$ cat src/include/dec_cfg.svh
`ifndef DEC_CFG_SVH
`define DEC_CFG_SVH

//////////////////////////////////////////////////
// widths

// word address
`define DEC_ADDR_WIDTH 18
`define DEC_DATA_WIDTH 32
`define DEC_REG_WIDTH 5

//////////////////////////////////////////////////
// flow control and link

// items the consumer can hold
`define DEC_CREDITS 4
// pc + 2 skips the delay slot
`define DEC_LINK_OFFSET 2
`define DEC_LINK_REG 31

`endif
$ cat src/source/dec_pkg.sv
`default_nettype none
`include "dec_cfg.svh"

package dec_pkg;

    typedef logic [`DEC_ADDR_WIDTH-1:0] addr_t;
    typedef logic [`DEC_DATA_WIDTH-1:0] data_t;
    typedef logic [`DEC_REG_WIDTH-1:0]  reg_idx_t;

    //////////////////////////////////////////////////
    // encodings

    typedef enum logic [4:0] {
        alu_nop, alu_add, alu_addu, alu_sub, alu_subu,
        alu_and, alu_or, alu_xor, alu_nor, alu_slt, alu_sltu,
        alu_sll, alu_srl, alu_sra, alu_lu,
        alu_beq, alu_bne, alu_blt, alu_bge, alu_ble, alu_bgt
    } alu_op_e;

    typedef enum logic [1:0] {
        jmp_none, jmp_imm, jmp_reg
    } jump_e;

    typedef enum logic [3:0] {
        mem_none, load_b, load_bu, load_h, load_hu, load_w,
        store_b, store_h, store_w
    } mem_e;

    typedef enum logic [2:0] {
        imm_none, imm_sign16, imm_zero16, imm_shamt, imm_link
    } imm_kind_e;

    typedef enum logic [1:0] {
        tgt_none, tgt_branch, tgt_index
    } target_kind_e;

    //////////////////////////////////////////////////
    // stage payloads

    typedef struct packed {
        addr_t pc;
        data_t raw_inst;
    } fetch_item_t;

    typedef struct packed {
        addr_t       pc;
        logic [5:0]  op;
        reg_idx_t    rs;
        reg_idx_t    rt;
        reg_idx_t    rd;
        logic [4:0]  shamt;
        logic [5:0]  funct;
        logic [15:0] imm16;
        logic [25:0] index26;
    } field_item_t;

    typedef struct packed {
        addr_t        pc;
        logic [15:0]  imm16;
        logic [25:0]  index26;
        imm_kind_e    imm_kind;
        target_kind_e target_kind;
        reg_idx_t     rs;
        reg_idx_t     rt;
        reg_idx_t     rd;
        logic         rs_en;
        logic         rt_en;
        logic         wb_reg;
        alu_op_e      alu_op;
        logic         b_imm;    // operand b is the immediate
        mem_e         mem;
        logic         wb_mem;   // write back from memory
        jump_e        jump;
        logic         branch;
        logic         illegal;
    } ctrl_item_t;

    typedef struct packed {
        reg_idx_t rs;
        reg_idx_t rt;
        reg_idx_t rd;
        logic     rs_en;
        logic     rt_en;
        logic     wb_reg;
        alu_op_e  alu_op;
        data_t    imm;
        addr_t    target;
        logic     b_imm;
        mem_e     mem;
        logic     wb_mem;
        jump_e    jump;
        logic     branch;
        logic     illegal;
    } decoded_t;

endpackage

`default_nettype wire

$ cat src/source/decode_pipe.sv
`timescale 1ns/1ps
`default_nettype none
`include "dec_cfg.svh"

module decode_pipe import dec_pkg::*; (
    input  logic        clk,
    input  logic        rst_n,
    input  logic        in_valid,
    input  fetch_item_t in_item,
    output logic        in_ready,
    output logic        out_valid,
    output decoded_t    out_item,
    input  logic        credit_return
);

    logic        field_valid;
    field_item_t field_item;
    logic        ctrl_valid;
    ctrl_item_t  ctrl_item;

    //////////////////////////////////////////////////
    // three register stages, no internal stall

    inst_fields_stage i_fields (
        .clk           (clk),
        .rst_n         (rst_n),
        .in_valid      (in_valid),
        .in_item       (in_item),
        .credit_return (credit_return),
        .in_ready      (in_ready),
        .field_valid   (field_valid),
        .field_item    (field_item)
    );

    ctrl_decode_stage i_ctrl (
        .clk         (clk),
        .rst_n       (rst_n),
        .field_valid (field_valid),
        .field_item  (field_item),
        .ctrl_valid  (ctrl_valid),
        .ctrl_item   (ctrl_item)
    );

    operand_stage i_operand (
        .clk        (clk),
        .rst_n      (rst_n),
        .ctrl_valid (ctrl_valid),
        .ctrl_item  (ctrl_item),
        .out_valid  (out_valid),
        .out_item   (out_item)
    );

endmodule

`default_nettype wire

$ cat src/source/operand_stage.sv
`timescale 1ns/1ps
`default_nettype none
`include "dec_cfg.svh"

module operand_stage import dec_pkg::*; (
    input  logic       clk,
    input  logic       rst_n,
    input  logic       ctrl_valid,
    input  ctrl_item_t ctrl_item,
    output logic       out_valid,
    output decoded_t   out_item
);

    decoded_t d;
    addr_t    link_addr;
    addr_t    branch_addr;

    assign link_addr   = ctrl_item.pc + addr_t'(`DEC_LINK_OFFSET);
    assign branch_addr = ctrl_item.pc + addr_t'(1) + addr_t'($signed(ctrl_item.imm16));

    //////////////////////////////////////////////////
    // immediate and target

    always_comb begin
        case (ctrl_item.imm_kind)
            imm_sign16: d.imm = data_t'($signed(ctrl_item.imm16));
            imm_zero16: d.imm = data_t'(ctrl_item.imm16);
            imm_shamt:  d.imm = data_t'(ctrl_item.imm16[10:6]);   // shamt field
            imm_link:   d.imm = data_t'(link_addr);
            default:    d.imm = '0;
        endcase
        case (ctrl_item.target_kind)
            tgt_branch: d.target = branch_addr;
            tgt_index:  d.target = ctrl_item.index26[`DEC_ADDR_WIDTH-1:0];   // no upper pc bits
            default:    d.target = '0;
        endcase
        d.rs      = ctrl_item.rs;
        d.rt      = ctrl_item.rt;
        d.rd      = ctrl_item.rd;
        d.rs_en   = ctrl_item.rs_en;
        d.rt_en   = ctrl_item.rt_en;
        d.wb_reg  = ctrl_item.wb_reg;
        d.alu_op  = ctrl_item.alu_op;
        d.b_imm   = ctrl_item.b_imm;
        d.mem     = ctrl_item.mem;
        d.wb_mem  = ctrl_item.wb_mem;
        d.jump    = ctrl_item.jump;
        d.branch  = ctrl_item.branch;
        d.illegal = ctrl_item.illegal;
    end

    always_ff @(posedge clk) begin
        if (!rst_n) begin
            out_valid <= 1'b0;
        end else begin
            out_valid <= ctrl_valid;
        end
    end

    always_ff @(posedge clk) begin
        if (ctrl_valid) begin
            out_item <= d;
        end
    end

endmodule

`default_nettype wire

$ cat src/source/ctrl_decode_stage.sv
`timescale 1ns/1ps
`default_nettype none
`include "dec_cfg.svh"

module ctrl_decode_stage import dec_pkg::*; (
    input  logic        clk,
    input  logic        rst_n,
    input  logic        field_valid,
    input  field_item_t field_item,
    output logic        ctrl_valid,
    output ctrl_item_t  ctrl_item
);

    ctrl_item_t c;
    alu_op_e    shift_op;
    logic       is_nop;

    function automatic alu_op_e r_alu_op(input logic [5:0] funct);
        case (funct)
            6'b100000: return alu_add;
            6'b100001: return alu_addu;
            6'b100010: return alu_sub;
            6'b100011: return alu_subu;
            6'b100100: return alu_and;
            6'b100101: return alu_or;
            6'b100110: return alu_xor;
            6'b100111: return alu_nor;
            6'b101010: return alu_slt;
            6'b101011: return alu_sltu;
            default:   return alu_nop;
        endcase
    endfunction

    function automatic alu_op_e imm_alu_op(input logic [2:0] op_lo);
        case (op_lo)
            3'b000:  return alu_add;
            3'b001:  return alu_addu;
            3'b010:  return alu_slt;
            3'b011:  return alu_sltu;
            3'b100:  return alu_and;
            3'b101:  return alu_or;
            3'b110:  return alu_xor;
            default: return alu_lu;
        endcase
    endfunction

    function automatic mem_e mem_of(input logic [5:0] op);
        case (op)
            6'b100000: return load_b;
            6'b100001: return load_h;
            6'b100011: return load_w;
            6'b100100: return load_bu;
            6'b100101: return load_hu;
            6'b101000: return store_b;
            6'b101001: return store_h;
            6'b101011: return store_w;
            default:   return mem_none;
        endcase
    endfunction

    // funct[1:0] picks the shift for both forms
    always_comb begin
        case (field_item.funct[1:0])
            2'b10:   shift_op = alu_srl;
            2'b11:   shift_op = alu_sra;
            default: shift_op = alu_sll;
        endcase
    end

    assign is_nop = (field_item.funct == 6'b000000) && (field_item.rt == '0) &&
                    (field_item.rd == '0) && (field_item.shamt == '0);

    //////////////////////////////////////////////////
    // decode table

    always_comb begin
        c         = '0;   // also the nop word
        c.pc      = field_item.pc;
        c.imm16   = field_item.imm16;
        c.index26 = field_item.index26;
        case (field_item.op)
            6'b000000: begin
                case (field_item.funct)
                    6'b000000, 6'b000010, 6'b000011: begin // sll srl sra
                        if (!is_nop) begin
                            c.rs       = field_item.rt;
                            c.rs_en    = 1'b1;
                            c.rd       = field_item.rd;
                            c.wb_reg   = 1'b1;
                            c.alu_op   = shift_op;
                            c.imm_kind = imm_shamt;
                            c.b_imm    = 1'b1;
                        end
                    end
                    6'b000100, 6'b000110, 6'b000111: begin // sllv srlv srav
                        c.rs     = field_item.rt;
                        c.rs_en  = 1'b1;
                        c.rt     = field_item.rs;
                        c.rt_en  = 1'b1;
                        c.rd     = field_item.rd;
                        c.wb_reg = 1'b1;
                        c.alu_op = shift_op;
                    end
                    6'b001000, 6'b001001: begin // jr jalr
                        c.rs     = field_item.rs;
                        c.rs_en  = 1'b1;
                        c.jump   = jmp_reg;
                        c.branch = 1'b1;
                        if (field_item.funct[0]) begin
                            c.rd       = field_item.rd;
                            c.wb_reg   = 1'b1;
                            c.alu_op   = alu_addu;
                            c.imm_kind = imm_link;
                            c.b_imm    = 1'b1;
                        end
                    end
                    6'b100000, 6'b100001, 6'b100010, 6'b100011, 6'b100100,
                    6'b100101, 6'b100110, 6'b100111, 6'b101010, 6'b101011: begin
                        c.rs     = field_item.rs;
                        c.rs_en  = 1'b1;
                        c.rt     = field_item.rt;
                        c.rt_en  = 1'b1;
                        c.rd     = field_item.rd;
                        c.wb_reg = 1'b1;
                        c.alu_op = r_alu_op(field_item.funct);
                    end
                    default: c.illegal = 1'b1;
                endcase
            end
            6'b000001: begin // bltz bgez
                if (field_item.rt[4:1] == '0) begin
                    c.rs          = field_item.rs;
                    c.rs_en       = 1'b1;
                    c.alu_op      = field_item.rt[0] ? alu_bge : alu_blt;
                    c.target_kind = tgt_branch;
                    c.branch      = 1'b1;
                end else begin
                    c.illegal = 1'b1;
                end
            end
            6'b000010, 6'b000011: begin // j jal
                c.alu_op      = alu_addu;
                c.target_kind = tgt_index;
                c.jump        = jmp_imm;
                c.branch      = 1'b1;
                if (field_item.op[0]) begin
                    c.rd       = reg_idx_t'(`DEC_LINK_REG);
                    c.wb_reg   = 1'b1;
                    c.imm_kind = imm_link;
                    c.b_imm    = 1'b1;
                end
            end
            6'b000100, 6'b000101, 6'b000110, 6'b000111: begin // beq bne blez bgtz
                c.rs          = field_item.rs;
                c.rs_en       = 1'b1;
                c.target_kind = tgt_branch;
                c.branch      = 1'b1;
                if (!field_item.op[1]) begin
                    c.rt     = field_item.rt;
                    c.rt_en  = 1'b1;
                    c.alu_op = field_item.op[0] ? alu_bne : alu_beq;
                end else begin
                    c.alu_op = field_item.op[0] ? alu_bgt : alu_ble;
                end
            end
            6'b001000, 6'b001001, 6'b001010, 6'b001011,
            6'b001100, 6'b001101, 6'b001110, 6'b001111: begin
                if (field_item.op[2:0] != 3'b111) begin // lui reads no register
                    c.rs    = field_item.rs;
                    c.rs_en = 1'b1;
                end
                c.rd       = field_item.rt;
                c.wb_reg   = 1'b1;
                c.alu_op   = imm_alu_op(field_item.op[2:0]);
                c.b_imm    = 1'b1;
                // andi ori xori zero-extend
                if (field_item.op[2] && field_item.op[2:0] != 3'b111) begin
                    c.imm_kind = imm_zero16;
                end else begin
                    c.imm_kind = imm_sign16;
                end
            end
            6'b100000, 6'b100001, 6'b100011, 6'b100100, 6'b100101: begin // loads
                c.rs       = field_item.rs;
                c.rs_en    = 1'b1;
                c.rd       = field_item.rt;
                c.wb_reg   = 1'b1;
                c.alu_op   = alu_add;   // base + offset
                c.imm_kind = imm_sign16;
                c.b_imm    = 1'b1;
                c.mem      = mem_of(field_item.op);
                c.wb_mem   = 1'b1;
            end
            6'b101000, 6'b101001, 6'b101011: begin // stores
                c.rs       = field_item.rs;
                c.rs_en    = 1'b1;
                c.rt       = field_item.rt;
                c.rt_en    = 1'b1;
                c.alu_op   = alu_add;
                c.imm_kind = imm_sign16;
                c.b_imm    = 1'b1;
                c.mem      = mem_of(field_item.op);
            end
            default: c.illegal = 1'b1;
        endcase
    end

    always_ff @(posedge clk) begin
        if (!rst_n) begin
            ctrl_valid <= 1'b0;
        end else begin
            ctrl_valid <= field_valid;
        end
    end

    always_ff @(posedge clk) begin
        if (field_valid) begin
            ctrl_item <= c;
        end
    end

endmodule

`default_nettype wire

$ cat src/source/inst_fields_stage.sv
`timescale 1ns/1ps
`default_nettype none
`include "dec_cfg.svh"

module inst_fields_stage import dec_pkg::*; (
    input  logic        clk,
    input  logic        rst_n,
    input  logic        in_valid,
    input  fetch_item_t in_item,
    input  logic        credit_return,
    output logic        in_ready,
    output logic        field_valid,
    output field_item_t field_item
);

    localparam int CREDIT_W = $clog2(`DEC_CREDITS + 1);

    logic [CREDIT_W-1:0] credits;
    logic                accept;

    //////////////////////////////////////////////////
    // credit counter

    assign in_ready = (credits != '0);
    assign accept   = in_valid && in_ready;

    always_ff @(posedge clk) begin
        if (!rst_n) begin
            credits <= CREDIT_W'(`DEC_CREDITS);
        end else begin
            // take and return can land on the same edge
            credits <= credits - CREDIT_W'(accept) + CREDIT_W'(credit_return);
        end
    end

    //////////////////////////////////////////////////
    // field split

    always_ff @(posedge clk) begin
        if (!rst_n) begin
            field_valid <= 1'b0;
        end else begin
            field_valid <= accept;
        end
    end

    always_ff @(posedge clk) begin
        if (accept) begin
            field_item.pc      <= in_item.pc;
            field_item.op      <= in_item.raw_inst[31:26];
            field_item.rs      <= in_item.raw_inst[25:21];
            field_item.rt      <= in_item.raw_inst[20:16];
            field_item.rd      <= in_item.raw_inst[15:11];
            field_item.shamt   <= in_item.raw_inst[10:6];
            field_item.funct   <= in_item.raw_inst[5:0];
            field_item.imm16   <= in_item.raw_inst[15:0];   // also branch offset
            field_item.index26 <= in_item.raw_inst[25:0];
        end
    end

endmodule

`default_nettype wire

$ cat config.mk
export PLATFORM = sky130hd
export DESIGN_NAME = decode_pipe
export DESIGN_NICKNAME = d
export VERILOG_FILES = /design/src/source/dec_pkg.sv /design/src/source/decode_pipe.sv /design/src/source/operand_stage.sv /design/src/source/ctrl_decode_stage.sv /design/src/source/inst_fields_stage.sv
export VERILOG_INCLUDE_DIRS = /design/src /design/src/include
export SDC_FILE = /design/constraint.sdc
export NUM_CORES = 1
export LEC_CHECK = 0
export ABC_AREA = 0
export BUFFER_PORTS_ARGS = -buffer_cell sky130_fd_sc_hd__buf_2
export CAP_MARGIN = 20
export CORE_MARGIN = 2
export CORE_UTILIZATION = 45
export DETAILED_ROUTE_END_ITERATION = 10
export PLACE_DENSITY = 0.69
export REMOVE_ABC_BUFFERS = 1
export SLEW_MARGIN = 30
export SYNTH_ARGS = -nofsm -noshare
export SYNTH_HDL_FRONTEND = slang
export SYNTH_SLANG_ARGS = --single-unit
$ cat constraint.sdc
create_clock -name clk -period 3.1 [get_ports clk]
set_clock_uncertainty 0.05 [all_clocks]
set_input_delay 0 -clock clk [delete_from_list [all_inputs] [get_ports clk]]
set_output_delay 0 -clock clk [all_outputs]
set_load 0.01 [all_outputs]
==> flow_summary.yaml <==
die:
  num_rows: 51
  die_height_um: 144.0
  placeableCoreArea_um2: 19330
  die-area_um2: 20720
  ioPinCount: 139
  die_w_um: 144.0
  start_util: 0.4558
clock_tree:
  clkLatencyLatePin_ns: 0.44
  cts_resized: 0
  clkTransAtPathRegs_ns: 0.08
  cts_buffers: 17
  cts_num_sinks: 200
  clk_path_buf_depth: 2
  htreeDepth: 4
  cts_root_buffer: "clkbuf_16"
  cts_tree: "built"
global_routing:
  grt_max_degree: 76
  grt_pass1_wl_um: 30300
  grt_pass1_vias: 5770
  grt_antenna_before_repair: 0
  grt_util_all_layers: 0.1958
  overflow: 0
synthesis:
  synth.avg_cell_area_um2: 13.48
  yosysUniqueCellTypes: 59
  synth_ff_type: "edfxtp_1"
  netlist.top_cell.by_area: "edfxtp_1"
  synth_edf_count: 194
  synth_area_leaders: "edfxtp_1 66%, ha_1 3.8%, nor2_1 2.0%"
  ys_warn_count: 0
  netlist_area_um2: 8813
  syn_inst: 654
  ys_ff_latch: 200
  synth_top_area_frac: 0.6610
  synth-async-reset-ratio: 0
  synth-seq-area-share: 0.6746
hold_path:
  holdPathStages: 2
  min_path_type: "in -> reg"
  whs_endpoint: "i_fields.field_item[2]"
  hp-start: "in_item[2]"
worst_setup_path:
  r2r_setup_slack_ns: 0.50
  rr_worst_depth: 8
  path_class: "reg -> reg"
  cp-start-kind: "flip-flop"
  rr_startpoint: "i_fields.field_item[68]"
  worst-endpoint-required_ns: 3.24
  r2r-end: "i_ctrl.ctrl_item[28]"
  arrival_ns: 2.74
  crit_fanout: 12
  endpoint_kind: "flip-flop"
placement:
  place_area_um2: 9761
  post-place-cells: 1037
  pre_cts_slack_ns: 0.4851
  hpwl_um: 13290
  gp_congestion: 0.9317
  place.port_buffers: 138
routing:
  vias: 5925
  drt_iter0_markers: 587
  wl_um: 19400
  vias_per_cell: 5.281
  drc_errors: 0
  wl_per_cell_um: 17.29
  first_pass_iters: 4
  antenna_left: 0
layout:
  fillers: 1562
  layout.nets: 927
  num_antenna_cells: 0
  layout.cells.non_filler: 1122
  stdcell_area_um2: 10920
  drive_above_1_share: 0.2229
  area_delta_synth_final_pct: 23.86
power:
  power.leakage_nw: 4.144
  vdd_drop_max_v: 0.0004250
  power.total_w: 0.006975
  powerDensity_nw_per_um2: 638.9
sta:
  finalCriticalPeriod_ns: 2.600
  fmax_mhz: 384.6
  hold_viol: 0
  setup_viol: 0
  final_max_slew_viol_count: 0
  fin_setup_tns_ns: 0
  min_period_over_period: 0.8387
  fin_ws_ns: 0.5000
  tightest_slew_ns: 0.7686
  rsz0062_at_grt: "no"
  slew_headroom: 0.4876
outcome:
  outcome: "finished, final reports clean"
job:
  drv_cap: 0
==> how the worst max path moves through the flow <==
stage / slack, ns / depth (start not counted) / to / from
floorplan: -0.21 / 10 / i_fields.credits[2] / i_fields.credits[1]
global placement: 0.55 / 8 / i_ctrl.ctrl_item[30] / i_fields.field_item[68]
detailed placement: 0.49 / 8 / i_ctrl.ctrl_item[32] / i_fields.field_item[68]
CTS: 0.47 / 8 / i_ctrl.ctrl_item[28] / i_fields.field_item[68]
global route: 0.28 / 8 / i_ctrl.ctrl_item[28] / i_fields.field_item[68]
finish: 0.50 / 8 / i_ctrl.ctrl_item[28] / i_fields.field_item[68]
==> flip-flops by register name, indices dropped and copies added, names as in the netlist <==
signal	cells
i_ctrl.ctrl_item	74
i_fields.field_valid	1
i_ctrl.ctrl_valid	1
i_fields.credits	3
i_operand.out_item	70
i_operand.out_valid	1
i_fields.field_item	50
==> where the power goes <==
group,switching (W),leakage (nW),total [W],internal [W]
Sequential,0.000218,1.89,0.00357,0.00335
Clock,0.00109,0.302,0.00227,0.00118
Combinational,0.000671,1.96,0.00114,0.000470
==> Yosys cell counts (3+ instances only) <==
cell       number
or3_1           7
and2_1          8
nand3b_1        3
nor4_1          3
nor3_1         14
o21ai_0        18
o211ai_1        4
o221ai_1        5
nor2b_1        10
nor2_1         47
buf_4          13
ha_1           27
inv_1          21
a32o_1          4
o21a_1          6
a21oi_1        31
o21ai_1        20
dfxtp_1         6
a22o_1         11
nand2_1        46
a32oi_1         3
a21o_1          7
edfxtp_1      194
o22ai_1         6
nand4_1         3
a211oi_1        4
and3_1         10
nand3_1        19
xnor2_1        10
o2bb2ai_1       6
a22oi_1        10
xor2_1         17
clkbuf_1       15
nand2b_1       13
==> layout by cell type (no fill, tap or decap), drive strengths merged, types with 3 or more instances in the layout <==
cell type and n:
a211oi 4, a21o 7, a21oi 31, a22o 11
a22oi 10, a32o 4, a32oi 3, and2 8
and3 11, buf 149, clkbuf 17, clkinv 4
dfxtp 6, dlygate4sd3 53, edfxtp 194, ha 27
inv 31, nand2 46, nand2b 13, nand3 19
nand3b 3, nand4 3, nor2 50, nor2b 11
nor3 14, nor4 4, o211ai 4, o21a 6
o21ai 38, o221ai 5, o22ai 6, o2bb2ai 6
or3 7, or4 3, xnor2 10, xor2 17
==> final cells by class <==
cell class	count	area, um^2	share of cell area
clock buffer	17	425.4	0.03897
sequential	200	5948	0.5449
clock inverter	15	196.4	0.01799
inverter	22	82.58	0.007564
tap	265	331.6	0.03037
timing repair buffer	202	1320	0.1209
multi-input combinational	401	2613	0.2393
==> worst max-delay path: stages (launching register included) <==
cell	delay [ns]
edfxtp_1	0.40
inv_1	0.10
ha_1	0.36
nor4_2	0.36
nand3b_1	0.24
a21oi_1	0.06
nor3_1	0.29
o21ai_1	0.21
a22o_1	0.28
==> logic make-up after synthesis <==
family | share of synthesized area
adders and majority gates | 0.04287
AOI/OAI and AO/OA | 0.1090
DFF | 0.6746
xor gates and xnor gates | 0.02683
muxes | 0.002272
and+or+nand+nor | 0.1153
buffers and inverters | 0.02910
==> timing repair <==
| item | 4_1_cts | 5_1_grt |
|---|---|---|
| buffers inserted | 0 | 0 |
| hold buffers | 53 | 0 |
| hold endpoints to repair | 56 | 0 |
==> metal layers <==
| layer | vias up | wire (um) | global-route usage |
|---|---|---|---|
| li1 | 2857 | - | - |
| met1 | 2833 | 8355 | 0.2566 |
| met2 | 195 | 9638 | 0.3213 |
| met3 | 40 | 883 | 0.03965 |
| met4 | 0 | 522 | 0.07843 |
| met5 | - | 0 | 0 |
==> metrics by stage <==
| step | hold WS [ns] | util |
|---|---|---|
| floorplan | 0.01194 | - |
| global placement | 0.1279 | 0.5048 |
| detailed placement | 0.1281 | 0.5048 |
| CTS | 0.1984 | 0.5644 |
| global route | 0.2073 | 0.5646 |
| finish | 0.2165 | 0.5646 |
Note: power is estimated with default switching activity, not from simulation.
